**src/hdl/arb_cfg_pkg.sv**
```systemverilog
// APB bus types and the register map of the switch control block.
// Counters are read-only. Any write to a counter address clears it.
`default_nettype none

package arb_cfg_pkg;

        localparam int ADDR_W = 8;                      // APB address bits.
        localparam int DATA_W = 32;                     // APB data bits.
        localparam int CNT_W  = 16;                     // Delivery counter bits.

        localparam logic [ADDR_W-1:0] REG_CTRL     = 8'h00;
        localparam logic [ADDR_W-1:0] REG_CNT_BASE = 8'h04;   // Output k at base + 4*k.

        localparam int CTRL_EN_BIT  = 0;                // Switch enable.
        localparam int CTRL_ROT_BIT = 1;                // Round-robin rotate enable.

        typedef struct packed {
                logic              psel;
                logic              penable;
                logic              pwrite;
                logic [ADDR_W-1:0] paddr;
                logic [DATA_W-1:0] pwdata;
        } apb_req_t;

        typedef struct packed {
                logic [DATA_W-1:0] prdata;
                logic              pready;
                logic              pslverr;
        } apb_rsp_t;

        typedef enum logic [1:0] {APB_IDLE, APB_WAIT, APB_RESP} apb_state_e;

endpackage

`default_nettype wire

```
**src/hdl/noc_types_pkg.sv**
```systemverilog
// Router-wide types shared by the arbiters and the crossbar.
// The direction encoding doubles as the port index, N S W E L from 0 to 4.
`default_nettype none

package noc_types_pkg;

        localparam int NUM_PORTS = 5;                   // N, S, W, E, L.
        localparam int PAYLOAD_W = 16;                  // Flit payload bits.
        localparam int NUM_CAND  = NUM_PORTS - 1;       // Inputs an output may serve.
        localparam int PTR_W     = $clog2(NUM_CAND);    // Round-robin pointer width.

        // Next-hop direction, also used as the port index.
        typedef enum logic [2:0] {
                DIR_N = 3'd0,
                DIR_S = 3'd1,
                DIR_W = 3'd2,
                DIR_E = 3'd3,
                DIR_L = 3'd4
        } dir_e;

        // One flit as presented at an input or held in an output register.
        typedef struct packed {
                logic                 valid;
                dir_e                 next_dir;
                logic [PAYLOAD_W-1:0] payload;
        } flit_t;

endpackage

`default_nettype wire

```
**src/hdl/arb_ctrl.sv**
```systemverilog
// APB control slave: enable and rotate bits plus per-output delivery counters.
// Each transfer inserts exactly one wait state; counters saturate at all ones.
`timescale 1ns/1ps
`default_nettype none

module arb_ctrl (
        input  wire                                   clk,
        input  wire                                   rst_n_i,
        input  arb_cfg_pkg::apb_req_t                 apb_req_i,
        output arb_cfg_pkg::apb_rsp_t                 apb_rsp_o,
        input  wire  [noc_types_pkg::NUM_PORTS-1:0]   granted_i,
        output logic                                  enable_o,
        output logic [noc_types_pkg::NUM_PORTS-1:0]   rotate_o
);

        import noc_types_pkg::*;
        import arb_cfg_pkg::*;

        apb_state_e                      state_q, state_d;
        logic                            enable_q;
        logic                            rotate_en_q;
        logic [NUM_PORTS-1:0][CNT_W-1:0] cnt_q;          // Deliveries per output.
        logic                            is_ctrl;
        logic [NUM_PORTS-1:0]            is_cnt;
        logic                            addr_hit;
        logic                            wr_en;
        logic [DATA_W-1:0]               rdata;

        // Setup, then two access cycles; pready rises in the second.
        always_comb begin
                state_d = state_q;
                case (state_q)
                        APB_IDLE: if (apb_req_i.psel && !apb_req_i.penable) state_d = APB_WAIT;
                        APB_WAIT: begin
                                if (apb_req_i.psel && apb_req_i.penable) state_d = APB_RESP;
                                else if (!apb_req_i.psel) state_d = APB_IDLE;
                        end
                        APB_RESP: state_d = APB_IDLE;   // Transfer completes here.
                        default:  state_d = APB_IDLE;
                endcase
        end

        always_comb begin
                is_ctrl = (apb_req_i.paddr == REG_CTRL);
                for (int k = 0; k < NUM_PORTS; k++) begin
                        is_cnt[k] = (apb_req_i.paddr == ADDR_W'(int'(REG_CNT_BASE) + 4 * k));
                end
                addr_hit = is_ctrl || (|is_cnt);
                wr_en    = (state_q == APB_RESP) && apb_req_i.pwrite && addr_hit;
        end

        always_ff @(posedge clk or negedge rst_n_i) begin
                if (!rst_n_i) begin
                        state_q     <= APB_IDLE;
                        enable_q    <= 1'b0;
                        rotate_en_q <= 1'b0;
                end else begin
                        state_q <= state_d;
                        if (wr_en && is_ctrl) begin
                                enable_q    <= apb_req_i.pwdata[CTRL_EN_BIT];
                                rotate_en_q <= apb_req_i.pwdata[CTRL_ROT_BIT];
                        end
                end
        end

        // Clear on write wins over a delivery in the same cycle.
        always_ff @(posedge clk or negedge rst_n_i) begin
                if (!rst_n_i) begin
                        cnt_q <= '0;
                end else begin
                        for (int k = 0; k < NUM_PORTS; k++) begin
                                if (wr_en && is_cnt[k]) cnt_q[k] <= '0;
                                else if (granted_i[k] && (cnt_q[k] != '1))
                                        cnt_q[k] <= cnt_q[k] + 1'b1;
                        end
                end
        end

        always_comb begin
                rdata = '0;
                if (state_q == APB_RESP && !apb_req_i.pwrite) begin
                        if (is_ctrl) begin
                                rdata[CTRL_EN_BIT]  = enable_q;
                                rdata[CTRL_ROT_BIT] = rotate_en_q;
                        end
                        for (int k = 0; k < NUM_PORTS; k++) begin
                                if (is_cnt[k]) rdata[CNT_W-1:0] = cnt_q[k];
                        end
                end
        end

        always_comb begin
                apb_rsp_o.prdata  = rdata;
                apb_rsp_o.pready  = (state_q == APB_RESP);
                apb_rsp_o.pslverr = (state_q == APB_RESP) && !addr_hit;
        end

        assign enable_o = enable_q;
        assign rotate_o = granted_i & {NUM_PORTS{rotate_en_q}};    // Advance on each grant.

        a_penable_needs_psel: assert property (@(posedge clk) disable iff (!rst_n_i)
                apb_req_i.penable |-> apb_req_i.psel) else $error("APB penable without psel.");

endmodule

`default_nettype wire

```
**config.mk**
```make
export PLATFORM = sky130hd
export DESIGN_NAME = arb_ctrl
export DESIGN_NICKNAME = d
export VERILOG_FILES = /design/src/hdl/arb_cfg_pkg.sv /design/src/hdl/noc_types_pkg.sv /design/src/hdl/arb_ctrl.sv
export SDC_FILE = /design/constraint.sdc
export NUM_CORES = 1
export LEC_CHECK = 0
export BUFFER_PORTS_ARGS = -buffer_cell sky130_fd_sc_hd__buf_4
export CAP_MARGIN = 20
export CORE_ASPECT_RATIO = 0.6
export CORE_MARGIN = 10
export CORE_UTILIZATION = 53
export DETAILED_ROUTE_END_ITERATION = 6
export MAX_ROUTING_LAYER = met4
export PLACE_DENSITY_LB_ADDON = 0.3
export RECOVER_POWER = 25
export SYNTH_ARGS = -nofsm -noshare
export SYNTH_HDL_FRONTEND = slang
export SYNTH_SLANG_ARGS = --single-unit
export TNS_END_PERCENT = 50
```
**constraint.sdc**
```tcl
create_clock -name clk -period 2.8 [get_ports clk]
set_clock_uncertainty 0.2 [all_clocks]
set_input_delay 0.14 -clock clk [delete_from_list [all_inputs] [get_ports clk]]
set_output_delay 0.14 -clock clk [all_outputs]
set_load 0.005 [all_outputs]
```
==> results.sh, run 1 <==
export IMPL_final_instance_count_excl_fill=783
export IMPL_placement_io_buffers=43
export IMPL_power_density_mw_per_mm2=653
export IMPL_track_usage_pct=19.5
export IMPL_rr_endpoint="enable_o"
export IMPL_final_core_utilization_pct=62.3
export IMPL_gr_total_overflow=0
export IMPL_largest_fanout_on_the_critical_path=16
export IMPL_worst_hold_path_endpoint="cnt_q[27]"
export IMPL_die_area_mm2=0.0148
export IMPL_synth_area_per_cell_um2=8.98
export IMPL_synth_top_flop_cell="sky130_fd_sc_hd__dfrtp_1"
export IMPL_grt_setup_unrepaired="false"
export IMPL_die_height_um=98.2
export IMPL_initial_core_util_pct=54.5
export IMPL_post_place_cells=757
export IMPL_yosysSeqAreaShare_pct=38.9
export IMPL_drt_vias_per_instance=6.03
export IMPL_r2r_cells=6
export IMPL_maxSlewViolCount=0
export IMPL_reg2reg_setup_slack_ps=490
export IMPL_first_global_vias=4247
export IMPL_fmaxAchievable_mhz=402
export IMPL_cp_top_family="simple AND/OR/NAND/NOR gates"
export IMPL_clock_transition_at_path_regs_ps=70
export IMPL_post_route_cells_drive_above_1_share_pct=15.7
export IMPL_slowest_delay_ps=610
export IMPL_grt_start_max_net_pins=85
export IMPL_asyncSetResetFlopFracSynth_pct=100
export IMPL_ios=90
export IMPL_total_power_mw=4.03
export IMPL_dp_hpwl_um=10300
export IMPL_tightestPinTransition_ps=1050
export IMPL_drcViolationCount=0
export IMPL_postPlaceCellArea_mm2=0.00576
export IMPL_hold_path_startpoint="granted_i[1]"
export IMPL_max_vdd_ir_drop_mv=0.358
export IMPL_ant_nets=0
export IMPL_die_width_um=150
export IMPL_fin_setup_tns_ps=0
export IMPL_layout_cells_most_common="sky130_fd_sc_hd__nor2_1"
export IMPL_worstHoldPathCells=4
export IMPL_cap_violations=0
export IMPL_worstSkewPairLatency_ps=350
export IMPL_fp_coreArea_mm2=0.00991
export IMPL_cts_setup_buffers=0
export IMPL_status="finished, final reports clean"
export IMPL_mappedNetlistArea_mm2=0.00541
export IMPL_grt_first_pass_wirelength_um=22600
export IMPL_nNetsFinal=698
export IMPL_final_cell_area_mm2=0.00618
export IMPL_final_hold_fails=0
export IMPL_power_leakage_nw=2.59
export IMPL_cts_tree="done"
export IMPL_cts_made_buffers=9
export IMPL_synth_seq_cells=84
export IMPL_worst_endpoint_required_ps=2460
export IMPL_cts_sinks=84
export IMPL_vias=4718
export IMPL_detailedRoute_firstIterationViolations=569
export IMPL_synth_enable_flop_cells=0
export IMPL_inserted_diodes=0
export IMPL_antenna_violations_before_repair=0
export IMPL_cts_root_buffer="sky130_fd_sc_hd__clkbuf_16"
export IMPL_setup_worst_path_end_class="primary output"
export IMPL_cts_max_path_buffers=2
export IMPL_criticalPathCategory="flip-flop to primary output"
export IMPL_highest_count_cells_in_the_layout_ignoring_fill_and_taps="sky130_fd_sc_hd__nor2_1 (114), sky130_fd_sc_hd__dfrtp_1 (84), sky130_fd_sc_hd__buf_4 (48)"
export IMPL_timing_final_crit_share_pct=88.8
export IMPL_setup_ws_ps=314
export IMPL_firstDrtPassIters=5
export IMPL_place_congestion=0.942
export IMPL_flow_area_growth_from_synthesis_pct=14.4
export IMPL_cp_start_kind="flip-flop"
export IMPL_route_detailed_wl_per_inst_um=17.8
export IMPL_crit_chain="nand2b_1, or3_1, nor3_1, buf_4"
export IMPL_setup_viol=0
export IMPL_worstHoldPathType="input port to flip-flop"
export IMPL_h_tree_depth=3
export IMPL_timing_max_slew_rel_slack_pct=29.7
export IMPL_crit_arrival_ps=2150
export IMPL_critical_path_slowest_cell="sky130_fd_sc_hd__or3_1"
export IMPL_ys_types=57
export IMPL_place_worst_setup_slack_ps=515
export IMPL_worst_path_buf_inv=1
export IMPL_holdWs_ps=45.3
export IMPL_period_minus_slack_ps=2490
export IMPL_worst_r2r_src="state_q[0]"
export IMPL_finalWirelength_um=14000
export IMPL_synth_warnings=0
export IMPL_synthCells=602
export IMPL_cell_rows=28
-- synthesized netlist by cell type, types with 7 or more instances --
cell type / n / area share [%]
sky130_fd_sc_hd__nand4_1: 23 / 2.7
sky130_fd_sc_hd__nor4_1: 12 / 1.4
sky130_fd_sc_hd__a22oi_1: 14 / 1.9
sky130_fd_sc_hd__mux2i_1: 10 / 1.9
sky130_fd_sc_hd__and4_1: 13 / 2.1
sky130_fd_sc_hd__buf_2: 7 / 0.65
sky130_fd_sc_hd__xor2_1: 25 / 4.1
sky130_fd_sc_hd__nand2_1: 32 / 2.2
sky130_fd_sc_hd__nor3_1: 19 / 1.8
sky130_fd_sc_hd__nor2_1: 114 / 7.9
sky130_fd_sc_hd__xnor2_1: 38 / 6.2
sky130_fd_sc_hd__and2_1: 9 / 1.0
sky130_fd_sc_hd__inv_1: 8 / 0.56
sky130_fd_sc_hd__mux2_2: 16 / 3.3
sky130_fd_sc_hd__clkbuf_1: 19 / 1.3
sky130_fd_sc_hd__a221oi_1: 14 / 2.3
sky130_fd_sc_hd__buf_4: 17 / 2.4
sky130_fd_sc_hd__and3_1: 13 / 1.5
sky130_fd_sc_hd__a21oi_1: 18 / 1.7
sky130_fd_sc_hd__nand3_1: 27 / 2.5
sky130_fd_sc_hd__dfrtp_1: 84 / 39
-- tightest hold or removal path, stage by stage --
cell	delay, ps
sky130_fd_sc_hd__buf_4	160
sky130_fd_sc_hd__nand2_1	80
sky130_fd_sc_hd__or4_1	100
sky130_fd_sc_hd__a21oi_1	60
-- power by group --
| group | total (mW) | internal [mW] | switching [mW] |
|---|---|---|---|
| logic | 0.824 | 0.397 | 0.427 |
| clock network | 1.30 | 0.787 | 0.512 |
| registers | 1.91 | 1.46 | 0.446 |
-- area by class of cell --
type / count / area, um^2
multi-input cells: 480 / 3090
inverters: 8 / 30.0
clock buffers: 9 / 225
flip-flops and latches: 84 / 2100
repair buffers: 60 / 468
fillers: 834 / 3730
well taps: 135 / 169
clock inverters: 7 / 98.8
-- kinds of logic (layout without fill, tap and decap cells) --
group	after synthesis	after routing	share of synthesized area, %
simple gates	296	296	28.9
flops	84	84	38.9
compound gates	72	72	9.75
xor+xnor	63	63	10.2
buf+inv	53	84	5.02
mux	28	28	6.02
fa+ha+maj	5	5	1.16
other cells	1	16	0.0694
-- worst max-delay path by stage --
| stage | start | endpoint | slack (ps) | depth (start not counted) |
|---|---|---|---|---|
| final | state_q[0] | apb_rsp_o[2] | 310 | 4 |
| after global routing | rst_n_i | cnt_q[11] | 110 | 3 |
| after CTS | state_q[0] | apb_rsp_o[2] | 340 | 4 |
| after detailed placement | state_q[0] | enable_o | 520 | 6 |
| after global placement | state_q[0] | rotate_en_q | 560 | 6 |
| after floorplan | cnt_q[16] | cnt_q[27] | 810 | 6 |
-- state kept, by name, indices dropped and copies added (netlist names) --
signal	count
cnt_q	80
state_q	2
enable_o	1
rotate_en_q	1
-- per-layer routing --
layer	routed length [um]	up-vias	track usage [%]	part of all wire [%]
li1	-	2226	-	-
met1	6800	2296	28.9	49
met2	5790	186	25.6	42
met3	1260	10	6.27	9.0
met4	100	0	2.46	0.72
met5	0	-	-	0
-- repair_timing --
action,CTS,global route
hold endpoints to repair,93,0
gates resized for setup,0,0
hold buffers,9,0
endpoints found under the setup margin,0,0
(Power assumes the default switching activity.)
==> inputs of run 2 (changes only) <==
PLACE_DENSITY = 0.76   (was unset)
PLACE_DENSITY_LB_ADDON = unset   (was 0.3)
==> run 2 against run 1 <==
Compared with the run above: global-route usage rose by 1.2 points; combinational power rose by 0.5%; highest routed layer unchanged; sequential power barely moved; fmax fell by 0.44%; final area rose by 0.18%; clock power fell by 8%.
==> results.sh, run 2 (same netlist as run 1, synthesis figures left out) <==
export IMPL_finalWirelength_um=14900
export IMPL_detailedRoute_firstIterationViolations=623
export IMPL_ios=90
export IMPL_cp_top_family="simple AND/OR/NAND/NOR gates"
export IMPL_largest_register_ff_count=80
export IMPL_seqPwrFrac_pct=48.7
export IMPL_share_clk_of_total_power_pct=30.3
export IMPL_cap_violations=0
export IMPL_switching_fraction_pct=35.1
export IMPL_antenna_violations_before_repair=0
export IMPL_final_hold_fails=0
export IMPL_grt_first_pass_wirelength_um=24000
export IMPL_r2r_cells=6
export IMPL_crit_arrival_ps=2160
export IMPL_rr_endpoint="cnt_q[7]"
export IMPL_cts_sinks=84
export IMPL_fp_coreArea_mm2=0.00991
export IMPL_final_cell_area_mm2=0.00619
export IMPL_placement_io_buffers=43
export IMPL_setup_worst_path_end_class="primary output"
export IMPL_worstHoldPathCells=4
export IMPL_worst_r2r_src="cnt_q[0]"
export IMPL_worst_endpoint_required_ps=2460
export IMPL_die_area_mm2=0.0148
export IMPL_die_height_um=98.2
export IMPL_crit_chain="nand2b_1, or3_1, nor3_1, buf_4"
export IMPL_fin_setup_tns_ps=0
export IMPL_period_minus_slack_ps=2500
export IMPL_resized_gates_after_cts=0
export IMPL_layout_cells_most_common="sky130_fd_sc_hd__nor2_1"
export IMPL_cts_max_path_buffers=2
export IMPL_slowest_delay_ps=620
export IMPL_place_congestion=0.939
export IMPL_criticalPathCategory="flip-flop to primary output"
export IMPL_flow_area_growth_from_synthesis_pct=14.6
export IMPL_power_leakage_nw=2.57
export IMPL_timing_max_slew_rel_slack_pct=45.6
export IMPL_tightestPinTransition_ps=812
export IMPL_h_tree_depth=3
export IMPL_worst_path_buf_inv=1
export IMPL_power_density_mw_per_mm2=637
export IMPL_reg2reg_setup_slack_ps=490
export IMPL_cts_tree="done"
export IMPL_track_usage_pct=20.7
export IMPL_route_detailed_wl_per_inst_um=18.9
export IMPL_drcViolationCount=0
export IMPL_nNetsFinal=700
export IMPL_cell_rows=28
export IMPL_highest_count_cells_in_the_layout_ignoring_fill_and_taps="sky130_fd_sc_hd__nor2_1 (114), sky130_fd_sc_hd__dfrtp_1 (84), sky130_fd_sc_hd__buf_4 (43)"
export IMPL_cts_made_buffers=9
export IMPL_gr_total_overflow=0
export IMPL_setup_viol=0
export IMPL_max_vdd_ir_drop_mv=0.348
export IMPL_timing_final_crit_share_pct=89.2
export IMPL_hold_path_startpoint="granted_i[1]"
export IMPL_status="finished, final reports clean"
export IMPL_grt_setup_unrepaired="false"
export IMPL_fmaxAchievable_mhz=400
export IMPL_firstDrtPassIters=6
export IMPL_post_route_cells_drive_above_1_share_pct=15.2
export IMPL_cp_start_kind="flip-flop"
export IMPL_maxSlewViolCount=0
export IMPL_power_net_switching_mw=1.38
export IMPL_register_ranked_first_by_flip_flop_count="cnt_q"
export IMPL_cts_root_buffer="sky130_fd_sc_hd__clkbuf_16"
export IMPL_vias=4766
export IMPL_largest_fanout_on_the_critical_path=16
export IMPL_critical_path_slowest_cell="sky130_fd_sc_hd__or3_1"
export IMPL_initial_core_util_pct=54.5
export IMPL_dp_hpwl_um=10600
export IMPL_internal_power_mw=2.56
export IMPL_die_width_um=150
export IMPL_inserted_diodes=0
export IMPL_worstHoldPathType="input port to flip-flop"
export IMPL_ant_nets=0
export IMPL_clock_transition_at_path_regs_ps=60
export IMPL_worst_hold_path_endpoint="cnt_q[27]"
export IMPL_reg_top3="cnt_q x80, state_q x2"
export IMPL_share_comb_of_total_power_pct=21.0
export IMPL_postPlaceCellArea_mm2=0.00576
export IMPL_grt_start_max_net_pins=85
export IMPL_worstSkewPairLatency_ps=340
export IMPL_drt_vias_per_instance=6.07
export IMPL_first_global_vias=4583
## run 2: cell types whose count changed in the layout (fill, tap and decap cells not counted)
cell and change:
sky130_fd_sc_hd__clkinv_4 +1, sky130_fd_sc_hd__clkinvlp_4 +1, sky130_fd_sc_hd__clkbuf_4 +3, sky130_fd_sc_hd__inv_6 -1, sky130_fd_sc_hd__dlygate4sd3_1 +2, sky130_fd_sc_hd__clkbuf_1 +3
sky130_fd_sc_hd__buf_16 +1, sky130_fd_sc_hd__bufinv_16 -1, sky130_fd_sc_hd__clkbuf_2 -2, sky130_fd_sc_hd__buf_4 -5, sky130_fd_sc_hd__and2_1 -3, sky130_fd_sc_hd__and2_0 +3
## run 2: tightest hold or removal path, delay by kind of cell
kind | cells | cell delay [ps]
AO/OA/AOI/OAI | 1 | 60
buffers and inverters | 1 | 160
AND/OR/NAND/NOR | 2 | 200
## run 2: final cells by class
cell class              instances  area (um^2)
well taps                     135          169
fillers                       812         3720
flip-flops and latches         84         2100
repair buffers                 62          502
clock inverters                 7         76.3
inverters                       8         30.0
multi-input cells             480         3090
clock buffers                   9          225
## run 2: routing by layer
layer	global-route usage, %	wire, um	vias up
met3	6.31	1500	19
met4	5.28	228	0
met5	-	0	-
met2	27.8	6340	227
met1	29.4	6800	2305
li1	-	-	2215
## run 2: through the flow
step | total power [mW] | instances | hold WS [ps] | setup slack, ps | utilization (%)
final | 3.94 | 785 | 49.4 | 303 | 62.5
after global routing | 4.19 | 785 | 66.6 | 234 | 62.5
after CTS | 3.94 | 783 | 35.1 | 352 | 62.2
after detailed placement | 2.71 | 757 | 109 | 558 | 58.1
after global placement | 2.66 | 757 | 102 | 574 | 58.1
after floorplan | 2.40 | 617 | -356 | 810 | -
## run 2: power by group through the flow
stage          Sequential (mW)  Combinational [mW]  Clock, mW
2_1_floorplan             1.74               0.657          0
3_3_place_gp              1.89               0.770          0
3_5_place_dp              1.91               0.803          0
4_1_cts                   1.90               0.824       1.22
5_1_grt                   1.96               0.964       1.27
6_report                  1.92               0.828       1.20
## run 2: worst max path at each step
stage,from,to,slack (ps),cells after the start
floorplan,cnt_q[16],cnt_q[27],810,6
global placement,state_q[0],rotate_en_q,570,6
detailed placement,state_q[0],enable_o,560,6
CTS,state_q[0],apb_rsp_o[2],350,4
global route,state_q[0],apb_rsp_o[2],230,4
finish,state_q[0],apb_rsp_o[2],300,4
## run 2: repair_timing
item                      CTS  global route
hold buffers               10             1
buffers inserted            0             0
hold endpoints to repair   94            10
